[config.mk]
export PLATFORM = sky130hd
export DESIGN_NAME = cache_monitor_top
export DESIGN_NICKNAME = d
export VERILOG_FILES = /design/src/design/cache_perf_pkg.sv /design/src/design/reuse_interval_sampler.sv /design/src/design/cache_perf_controller.sv /design/src/design/cache_monitor_top.sv
export SDC_FILE = /design/constraint.sdc
export NUM_CORES = 2
export LEC_CHECK = 0
export ABC_AREA = 1
export BUFFER_PORTS_ARGS = -buffer_cell sky130_fd_sc_hd__buf_4
export CORE_AREA = 2 2 379 475
export DETAILED_ROUTE_END_ITERATION = 7
export DIE_AREA = 0 0 381 477
export PLACE_DENSITY = 0.62
export SYNTH_ARGS = -nofsm -noshare
export SYNTH_HDL_FRONTEND = slang
export SYNTH_SLANG_ARGS = --single-unit
[constraint.sdc]
create_clock -name clock_i -period 26.5 [get_ports clock_i]
set_input_delay 3.975 -clock clock_i [delete_from_list [all_inputs] [get_ports clock_i]]
set_output_delay 3.975 -clock clock_i [all_outputs]
set_load 0.02 [all_outputs]
[src/design/cache_perf_pkg.sv]
package cache_perf_pkg;

	// word widths
	// --------------------------------------------------
	localparam int CMD_W   = 32;	// command and return word
	localparam int CNT_W   = 64;	// event counters and trace stamp
	localparam int SEL_W   = 4;	// return select field
	localparam int SHIFT_W = 4;	// sampling shift field

	// return select codes, one per readable value
	typedef enum logic [SEL_W-1:0] {
		SEL_HIT_LO    = 4'd0,
		SEL_HIT_HI    = 4'd1,
		SEL_MISS_LO   = 4'd2,
		SEL_MISS_HI   = 4'd3,
		SEL_WB_LO     = 4'd4,
		SEL_WB_HI     = 4'd5,
		SEL_REFPC     = 4'd6,	// head record pc
		SEL_INTERVAL  = 4'd7,	// head record reuse interval
		SEL_USED      = 4'd8,	// records waiting in the buffer
		SEL_COUNT     = 4'd9,	// accepted requests, low word
		SEL_REMAINING = 4'd10,	// free tag table entries
		SEL_TRACE_LO  = 4'd11,
		SEL_TRACE_HI  = 4'd12,
		SEL_TARGET    = 4'd13,	// head record tag
		SEL_SYSID     = 4'd14,	// reads zero
		SEL_BUF_FULL  = 4'd15
	} sel_e;

	// command word layout
	// --------------------------------------------------
	typedef struct packed {
		logic [5:0]         rsvd_hi;	// bits 31..26
		logic               pop;		// bit 25, rising edge drops head
		logic               count_en;	// bit 24, event counter enable
		logic [11:0]        rsvd_mid;	// bits 23..12
		logic [SHIFT_W-1:0] shift;		// bits 11..8, sample every 2^shift
		logic [3:0]         rsvd_lo;	// bits 7..4
		sel_e               sel;		// bits 3..0
	} comm_t;

	// one measured reuse
	typedef struct packed {
		logic [CMD_W-1:0] pc;			// pc of the sampled reference
		logic [CMD_W-1:0] tag;			// zero-extended cache tag
		logic [CMD_W-1:0] interval;		// requests between the two references
		logic [CNT_W-1:0] trace;		// request count at reuse
	} reuse_rec_t;

	// sampler status seen by the controller
	typedef struct packed {
		logic [CMD_W-1:0] used;
		logic [CMD_W-1:0] count;
		logic [CMD_W-1:0] remaining;
	} sampler_stat_t;

endpackage

[src/design/reuse_interval_sampler.sv]
`timescale 1ns/10ps

module reuse_interval_sampler #(
	parameter int TAG_W       = 20,
	parameter int TABLE_DEPTH = 4,
	parameter int BUF_DEPTH   = 8
)(
	input  logic                                clock_i,
	input  logic                                resetn_i,
	input  logic                                req_i,		// one request per cycle
	input  logic [cache_perf_pkg::CMD_W-1:0]    pc_ref_i,
	input  logic [TAG_W-1:0]                    tag_ref_i,
	input  logic [cache_perf_pkg::SHIFT_W-1:0]  shift_i,
	input  logic                                pop_i,		// level, edge taken here
	output cache_perf_pkg::reuse_rec_t          head_o,
	output cache_perf_pkg::sampler_stat_t       stat_o,
	output logic                                buf_full_o,
	output logic                                table_full_o
);

	import cache_perf_pkg::*;

	localparam int IDX_W  = (TABLE_DEPTH > 1) ? $clog2(TABLE_DEPTH) : 1;
	localparam int TCNT_W = $clog2(TABLE_DEPTH + 1);
	localparam int PTR_W  = (BUF_DEPTH > 1) ? $clog2(BUF_DEPTH) : 1;
	localparam int OCC_W  = $clog2(BUF_DEPTH + 1);

	// request stream state
	logic [CNT_W-1:0]       req_cnt;			// accepted requests so far
	logic [CNT_W-1:0]       sample_mask;
	logic                   accept;				// unstalled request this cycle
	logic                   sample_due;

	// tag table
	logic [TABLE_DEPTH-1:0] tbl_valid;
	logic [TAG_W-1:0]       tbl_tag   [TABLE_DEPTH];
	logic [CMD_W-1:0]       tbl_pc    [TABLE_DEPTH];
	logic [CNT_W-1:0]       tbl_start [TABLE_DEPTH];
	logic [TABLE_DEPTH-1:0] match_vec;
	logic [TABLE_DEPTH-1:0] free_vec;
	logic                   match_any;
	logic [IDX_W-1:0]       match_idx;
	logic [IDX_W-1:0]       free_idx;
	logic                   install;
	logic [TCNT_W-1:0]      tbl_used;

	// record buffer
	reuse_rec_t             buf_mem [BUF_DEPTH];
	reuse_rec_t             new_rec;
	logic [PTR_W-1:0]       wr_ptr;
	logic [PTR_W-1:0]       rd_ptr;
	logic [OCC_W-1:0]       occ;
	logic                   push;
	logic                   pop_q;
	logic                   pop_do;

	function automatic logic [PTR_W-1:0] next_ptr(input logic [PTR_W-1:0] ptr);
		next_ptr = (ptr == PTR_W'(BUF_DEPTH - 1)) ? '0 : ptr + 1'b1;	// wrap at depth
	endfunction

	// request acceptance and sampling
	// --------------------------------------------------
	assign buf_full_o   = (occ == OCC_W'(BUF_DEPTH));
	assign table_full_o = &tbl_valid;
	assign accept       = req_i && !(buf_full_o || table_full_o);	// stalled req dropped
	assign sample_mask  = ~({CNT_W{1'b1}} << shift_i);			// low shift bits
	assign sample_due   = ((req_cnt & sample_mask) == '0);

	// parallel tag compare, lowest index wins
	always_comb begin
		match_any = 1'b0;
		match_idx = '0;
		for (int i = TABLE_DEPTH - 1; i >= 0; i--) begin
			match_vec[i] = tbl_valid[i] && (tbl_tag[i] == tag_ref_i);
			if (match_vec[i]) begin
				match_any = 1'b1;
				match_idx = IDX_W'(i);
			end
		end
	end

	// a matched entry frees this cycle, so it may be reused at once
	assign free_vec = ~tbl_valid | match_vec;

	always_comb begin
		free_idx = '0;
		for (int i = TABLE_DEPTH - 1; i >= 0; i--) begin
			if (free_vec[i])
				free_idx = IDX_W'(i);
		end
	end

	assign install = accept && sample_due;	// match checked first
	assign push    = accept && match_any;	// reuse measured

	always_comb begin
		tbl_used = '0;
		for (int i = 0; i < TABLE_DEPTH; i++) begin
			tbl_used = tbl_used + TCNT_W'(tbl_valid[i]);
		end
	end

	// table control
	// --------------------------------------------------
	always_ff @(posedge clock_i) begin
		if (!resetn_i) begin
			req_cnt   <= '0;
			tbl_valid <= '0;
		end else if (accept) begin
			req_cnt <= req_cnt + 1'b1;
			if (match_any)
				tbl_valid[match_idx] <= 1'b0;	// reuse closes the entry
			if (install)
				tbl_valid[free_idx] <= 1'b1;	// reinstall overrides the clear
		end
	end

	always_ff @(posedge clock_i) begin
		if (install) begin
			tbl_tag[free_idx]   <= tag_ref_i;
			tbl_pc[free_idx]    <= pc_ref_i;
			tbl_start[free_idx] <= req_cnt;	// count before increment
		end
	end

	// record buffer
	// --------------------------------------------------
	always_comb begin
		new_rec.pc       = tbl_pc[match_idx];
		new_rec.tag      = CMD_W'(tbl_tag[match_idx]);
		new_rec.interval = CMD_W'(req_cnt - tbl_start[match_idx]);
		new_rec.trace    = req_cnt;
	end

	assign pop_do = pop_i && !pop_q && (occ != '0);	// rising edge, ignored when empty

	always_ff @(posedge clock_i) begin
		if (!resetn_i) begin
			pop_q  <= 1'b0;
			wr_ptr <= '0;
			rd_ptr <= '0;
			occ    <= '0;
		end else begin
			pop_q <= pop_i;
			if (push)
				wr_ptr <= next_ptr(wr_ptr);
			if (pop_do)
				rd_ptr <= next_ptr(rd_ptr);
			case ({push, pop_do})
				2'b10:   occ <= occ + 1'b1;
				2'b01:   occ <= occ - 1'b1;
				default: occ <= occ;		// none or both
			endcase
		end
	end

	always_ff @(posedge clock_i) begin
		if (push)
			buf_mem[wr_ptr] <= new_rec;
	end

	// head reads zero while the buffer is empty
	assign head_o = (occ != '0) ? buf_mem[rd_ptr] : '0;

	assign stat_o.used      = CMD_W'(occ);
	assign stat_o.count     = req_cnt[CMD_W-1:0];
	assign stat_o.remaining = CMD_W'(TABLE_DEPTH) - CMD_W'(tbl_used);

endmodule

[src/design/cache_perf_controller.sv]
`timescale 1ns/10ps

module cache_perf_controller #(
	parameter int TAG_W       = 20,
	parameter int TABLE_DEPTH = 4,
	parameter int BUF_DEPTH   = 8
)(
	input  logic                              clock_i,
	input  logic                              resetn_i,
	input  cache_perf_pkg::comm_t             comm_i,		// software command word
	input  logic                              req_i,
	input  logic [cache_perf_pkg::CMD_W-1:0]  pc_ref_i,
	input  logic [TAG_W-1:0]                  tag_ref_i,
	input  logic                              hit_i,		// cache hit strobe
	input  logic                              miss_i,		// first miss strobe
	input  logic                              writeback_i,	// block written back
	output logic [cache_perf_pkg::CMD_W-1:0]  comm_o,		// registered return word
	output logic                              stall_o
);

	import cache_perf_pkg::*;

	localparam int N_EVT = 3;	// hit, miss, write-back

	logic [N_EVT-1:0]  evt_stb;
	logic [CNT_W-1:0]  evt_cnt [N_EVT];
	reuse_rec_t        head;
	sampler_stat_t     stat;
	logic              buf_full;
	logic              table_full;
	logic [CMD_W-1:0]  ret_word;

	// event counters
	// --------------------------------------------------
	assign evt_stb = {writeback_i, miss_i, hit_i};	// index 0 hit, 1 miss, 2 wb

	always_ff @(posedge clock_i) begin
		if (!resetn_i) begin
			for (int i = 0; i < N_EVT; i++)
				evt_cnt[i] <= '0;
		end else if (comm_i.count_en) begin
			for (int i = 0; i < N_EVT; i++) begin
				if (evt_stb[i])
					evt_cnt[i] <= evt_cnt[i] + 1'b1;
			end
		end
	end

	// return word select
	// --------------------------------------------------
	always_comb begin
		case (comm_i.sel)
			SEL_HIT_LO:    ret_word = evt_cnt[0][CMD_W-1:0];
			SEL_HIT_HI:    ret_word = evt_cnt[0][CNT_W-1:CMD_W];
			SEL_MISS_LO:   ret_word = evt_cnt[1][CMD_W-1:0];
			SEL_MISS_HI:   ret_word = evt_cnt[1][CNT_W-1:CMD_W];
			SEL_WB_LO:     ret_word = evt_cnt[2][CMD_W-1:0];
			SEL_WB_HI:     ret_word = evt_cnt[2][CNT_W-1:CMD_W];
			SEL_REFPC:     ret_word = head.pc;
			SEL_INTERVAL:  ret_word = head.interval;
			SEL_USED:      ret_word = stat.used;
			SEL_COUNT:     ret_word = stat.count;
			SEL_REMAINING: ret_word = stat.remaining;
			SEL_TRACE_LO:  ret_word = head.trace[CMD_W-1:0];
			SEL_TRACE_HI:  ret_word = head.trace[CNT_W-1:CMD_W];
			SEL_TARGET:    ret_word = head.tag;
			SEL_SYSID:     ret_word = '0;				// no system id in this build
			SEL_BUF_FULL:  ret_word = CMD_W'(buf_full);	// flag in bit 0
			default:       ret_word = '0;
		endcase
	end

	always_ff @(posedge clock_i) begin
		if (!resetn_i)
			comm_o <= '0;
		else
			comm_o <= ret_word;	// one cycle behind sel
	end

	// either full flag holds off the request source
	assign stall_o = buf_full | table_full;

	// reuse sampler
	// --------------------------------------------------
	reuse_interval_sampler #(
		.TAG_W       (TAG_W),
		.TABLE_DEPTH (TABLE_DEPTH),
		.BUF_DEPTH   (BUF_DEPTH)
	) u_sampler (
		.clock_i      (clock_i),
		.resetn_i     (resetn_i),
		.req_i        (req_i),
		.pc_ref_i     (pc_ref_i),
		.tag_ref_i    (tag_ref_i),
		.shift_i      (comm_i.shift),
		.pop_i        (comm_i.pop),
		.head_o       (head),
		.stat_o       (stat),
		.buf_full_o   (buf_full),
		.table_full_o (table_full)
	);

endmodule

[src/design/cache_monitor_top.sv]
`timescale 1ns/10ps

module cache_monitor_top #(
	parameter int TAG_W       = 20,	// cache tag width
	parameter int TABLE_DEPTH = 4,	// sampled tags tracked at once
	parameter int BUF_DEPTH   = 8	// reuse records held
)(
	input  logic                              clock_i,
	input  logic                              resetn_i,
	input  cache_perf_pkg::comm_t             comm_i,
	input  logic                              req_i,
	input  logic [cache_perf_pkg::CMD_W-1:0]  pc_ref_i,
	input  logic [TAG_W-1:0]                  tag_ref_i,
	input  logic                              hit_i,
	input  logic                              miss_i,
	input  logic                              writeback_i,
	output logic [cache_perf_pkg::CMD_W-1:0]  comm_o,
	output logic                              stall_o		// hold off req_i while high
);

	// monitor core
	// --------------------------------------------------
	cache_perf_controller #(
		.TAG_W       (TAG_W),
		.TABLE_DEPTH (TABLE_DEPTH),
		.BUF_DEPTH   (BUF_DEPTH)
	) u_controller (
		.clock_i     (clock_i),
		.resetn_i    (resetn_i),
		.comm_i      (comm_i),
		.req_i       (req_i),
		.pc_ref_i    (pc_ref_i),
		.tag_ref_i   (tag_ref_i),
		.hit_i       (hit_i),
		.miss_i      (miss_i),
		.writeback_i (writeback_i),
		.comm_o      (comm_o),
		.stall_o     (stall_o)
	);

endmodule

==> results.toml <==
[timing]
final-setup-viol-count = 0
fin_skew_ns = 0.0328
rsz0062_at_grt = "false"
finalHoldViolCount = 0
finalSetupTns_ns = 0
max_freq_mhz = 102
slew_headroom = 0.122
fin_ws_ns = 16.73
final-max-slew-violation-count = 0
finalCritPeriodShare = 0.369
fin_crit_ns = 9.77
whs_ns = 0.488
tightestPinTransition_ns = 1.32

[worst_setup_path]
startpoint_type = "input pin"
r2r_end = "u_controller.u_sampler.buf_mem[6][88]"
cp-end-kind = "flip-flop"
crit_arrival_ns = 10.25
required_ns = 26.98
crit_top_cell = "nand2_1"
r2r_slack_ns = 19.58
path_cells = "buf_4 > xnor2_1 > nand2_1 > nor2_1 > nand2_1 > inv_1 > nand3_1 > nand2_1 > nand2_4 > nand2_2 > buf_4 > nor2_1 > nor3_1 > ha_1 > inv_1 > fa_1 > nand3_1 > nand2_1 > a21boi_0 > o21ai_0 > a21oi_1 > o21ai_0 > a21oi_1 > xnor2_1"
critPathKind = "in -> reg"
max_stage_delay_ns = 0.59
reg2reg_depth = 23
worst-path-buf-inv = 4
cp_max_fo = 44
crit_path_top_delay_cell = "nand2_2"
critical-path-top-delay-family = "simple AND/OR/NAND/NOR gates"
r2r-start = "u_controller.u_sampler.tbl_tag[3][10]"

[grt]
grtUsageMet2 = 0.429
gr-usage-all-layers = 0.266
antenna_found_initial = 12
top_usage_layer = "met2"
grt_start_max_net_pins = 188
use_met1 = 0.347
overflow = 0
grt_pass1_vias = 54882
grt_pass1_wl_mm = 359
gr-usage-met3 = 0.0451

[final_layout]
finish.instance_area_um2 = 88400
nets = 7173
final_common_cell = "edfxtp_1"
n_fill_cell = 15712
layout_common_cells = "edfxtp_1, nor2_1, nand2_1, o21ai_0, inv_1"
syn2layout_area_growth_pct = 11.2
drive_above_1_share = 0.0858

[clock_network]
cts_root_buffer = "clkbuf_16"
cts_resized = 0
htree_levels = 4
cts_buffers = 171
post_cts_buffers = 0
clock-sinks = 1826
clk_latency_ns = 0.82
cts_hold_buf = 0
cts_tree = "done"
clockBufferDepth = 3
clkTransAtPathRegs_ns = 0.06

[die]
pin_count = 123
core_um2 = 177000
start_util = 0.449
rows = 173
dieArea_um2 = 182000
dieHeight_um = 477
die_w_um = 381

[detailed_routing]
ant_nets = 0
routedWlPerCell_um = 25.8
drc = 0
routed_via_density = 5.94
dr_total_vias = 56694
drt_iter0_markers = 6673
routed_wl_mm = 246
first_pass_iters = 6

[synthesis]
ys_seq_area_frac = 0.675
synth_cells = 6968
synth_edf_count = 1712
ys.flop_type = "edfxtp_1"
synth_cell_type_count = 66
async_reset_ff_frac = 0
netlist_area_um2 = 79500
syn_area_per_cell_um2 = 11.4
syn_nets = 7105
yosys_warnings = 0
ys_ff_latch = 1826

[worst_hold_path]
min_from = "u_controller.u_sampler.rd_ptr[1]"
hold_class = "reg -> reg"
hold_path_depth = 2

[pwr]
leakagePower_nw = 29.5
ir_drop_uv = 72.6
p_total_mw = 5.86
power_density_nw_per_um2 = 66.3

[place]
placed_cell_area_um2 = 83000
port_buffers = 100
gp_congestion = 0.955
place_ws_ns = 15.95
hpwl_mm = 156

[run]
drv_cap = 0

[status]
outcome = "finished clean"
==> layout make-up <==
class,count,area (um^2),share of cell area
multi-input cells,4206,22300,0.252
diodes,7,17.5,0.000198
clock inverters,83,722,0.00817
repair buffers,233,1820,0.0206
clock buffers,225,4660,0.0527
well taps,2362,2960,0.0334
flip-flops and latches,1826,53700,0.607
inverters,598,2270,0.0257
==> worst max-delay path by stage <==
| stage | cells after the start | end | from |
|---|---|---|---|
| floorplan | 13 | u_controller.u_sampler.buf_mem[3][0] | tag_ref_i[4] |
| global placement | 24 | u_controller.u_sampler.buf_mem[0][88] | tag_ref_i[10] |
| detailed placement | 24 | u_controller.u_sampler.buf_mem[1][88] | tag_ref_i[10] |
| CTS | 24 | u_controller.u_sampler.buf_mem[6][88] | tag_ref_i[10] |
| global route | 24 | u_controller.u_sampler.buf_mem[2][88] | tag_ref_i[10] |
| finish | 24 | u_controller.u_sampler.buf_mem[6][88] | tag_ref_i[10] |
==> flip-flops by register name (all words and copies together), names as in the netlist, named ones only <==
signal	cells
u_controller.u_sampler.buf_mem	1184
u_controller.u_sampler.tbl_tag	80
u_controller.u_sampler.wr_ptr	3
u_controller.evt_cnt	192
u_controller.u_sampler.req_cnt	64
u_controller.u_sampler.pop_q	1
u_controller.u_sampler.tbl_valid	4
u_controller.u_sampler.occ	4
u_controller.u_sampler.tbl_pc	128
u_controller.u_sampler.tbl_start	128
u_controller.comm_o	32
u_controller.u_sampler.rd_ptr	3
==> where the power goes <==
group	switching [mW]	internal, mW	total, mW	leakage (nW)
clock network	1.08	1.32	2.39	2.63
logic	0.180	0.0600	0.240	10.3
registers	0.0325	3.20	3.23	16.6
total	1.29	4.58	5.86	29.5
==> layer usage <==
layer  vias to the layer above  wire [um]
li1                      25573          -
met1                     28160      97700
met2                      2503     115000
met3                       454      19400
met4                         4      13400
met5                         -         26
==> kinds of logic after synthesis <==
kind of cell | after synthesis | synth area share
AND/OR/NAND/NOR | 2408 | 0.133
flip-flops | 1826 | 0.675
AO/OA/AOI/OAI | 1628 | 0.124
buffers and inverters | 936 | 0.0461
XOR/XNOR | 98 | 0.0108
adder cells (fa/ha/maj) | 47 | 0.00768
multiplexers | 25 | 0.00315
==> tightest hold or removal path, cell delays in order, from the launching register on <==
cell and delay, ns:
dfxtp_1 0.31, nand2_1 0.06, a21oi_1 0.07
==> cell usage after synthesis, types with 6 or more instances <==
| master | instances | share of area |
|---|---|---|
| or2_2 | 7 | 0.00055 |
| nand4_1 | 86 | 0.0068 |
| a211oi_1 | 11 | 0.0010 |
| inv_2 | 23 | 0.0011 |
| nor3_2 | 6 | 0.00076 |
| nor2_2 | 24 | 0.0019 |
| buf_1 | 27 | 0.0013 |
| edfxtp_1 | 1712 | 0.65 |
| xor2_1 | 63 | 0.0069 |
| nor2_1 | 894 | 0.042 |
| xnor2_1 | 35 | 0.0039 |
| o22ai_1 | 199 | 0.016 |
| o211ai_1 | 80 | 0.0076 |
| nor3b_1 | 16 | 0.0015 |
| o21a_1 | 17 | 0.0016 |
| nand3_2 | 11 | 0.0014 |
| a2111oi_0 | 15 | 0.0017 |
| nand2_2 | 12 | 0.00094 |
| a21oi_1 | 258 | 0.016 |
| o221ai_1 | 179 | 0.020 |
| nor3_1 | 225 | 0.014 |
| o2111ai_1 | 46 | 0.0051 |
| inv_1 | 570 | 0.027 |
| and3_1 | 7 | 0.00055 |
| nor4_1 | 43 | 0.0034 |
| a221oi_1 | 23 | 0.0025 |
| nor2_4 | 10 | 0.0014 |
| clkbuf_1 | 214 | 0.010 |
| ha_1 | 44 | 0.0069 |
| a31oi_1 | 21 | 0.0017 |
| dfxtp_1 | 114 | 0.029 |
| nand3_1 | 291 | 0.018 |
| buf_2 | 89 | 0.0056 |
| mux2i_1 | 25 | 0.0031 |
| nand2_1 | 753 | 0.036 |
| o21ai_0 | 736 | 0.046 |
==> metrics by stage <==
stage / cells / util
CTS: 9533 / 0.499
detailed placement: 9225 / 0.469
global route: 9536 / 0.499
finish: 9540 / 0.499
global placement: 9225 / 0.469
floorplan: 6968 / -
Power figures use the tool's default switching activity.
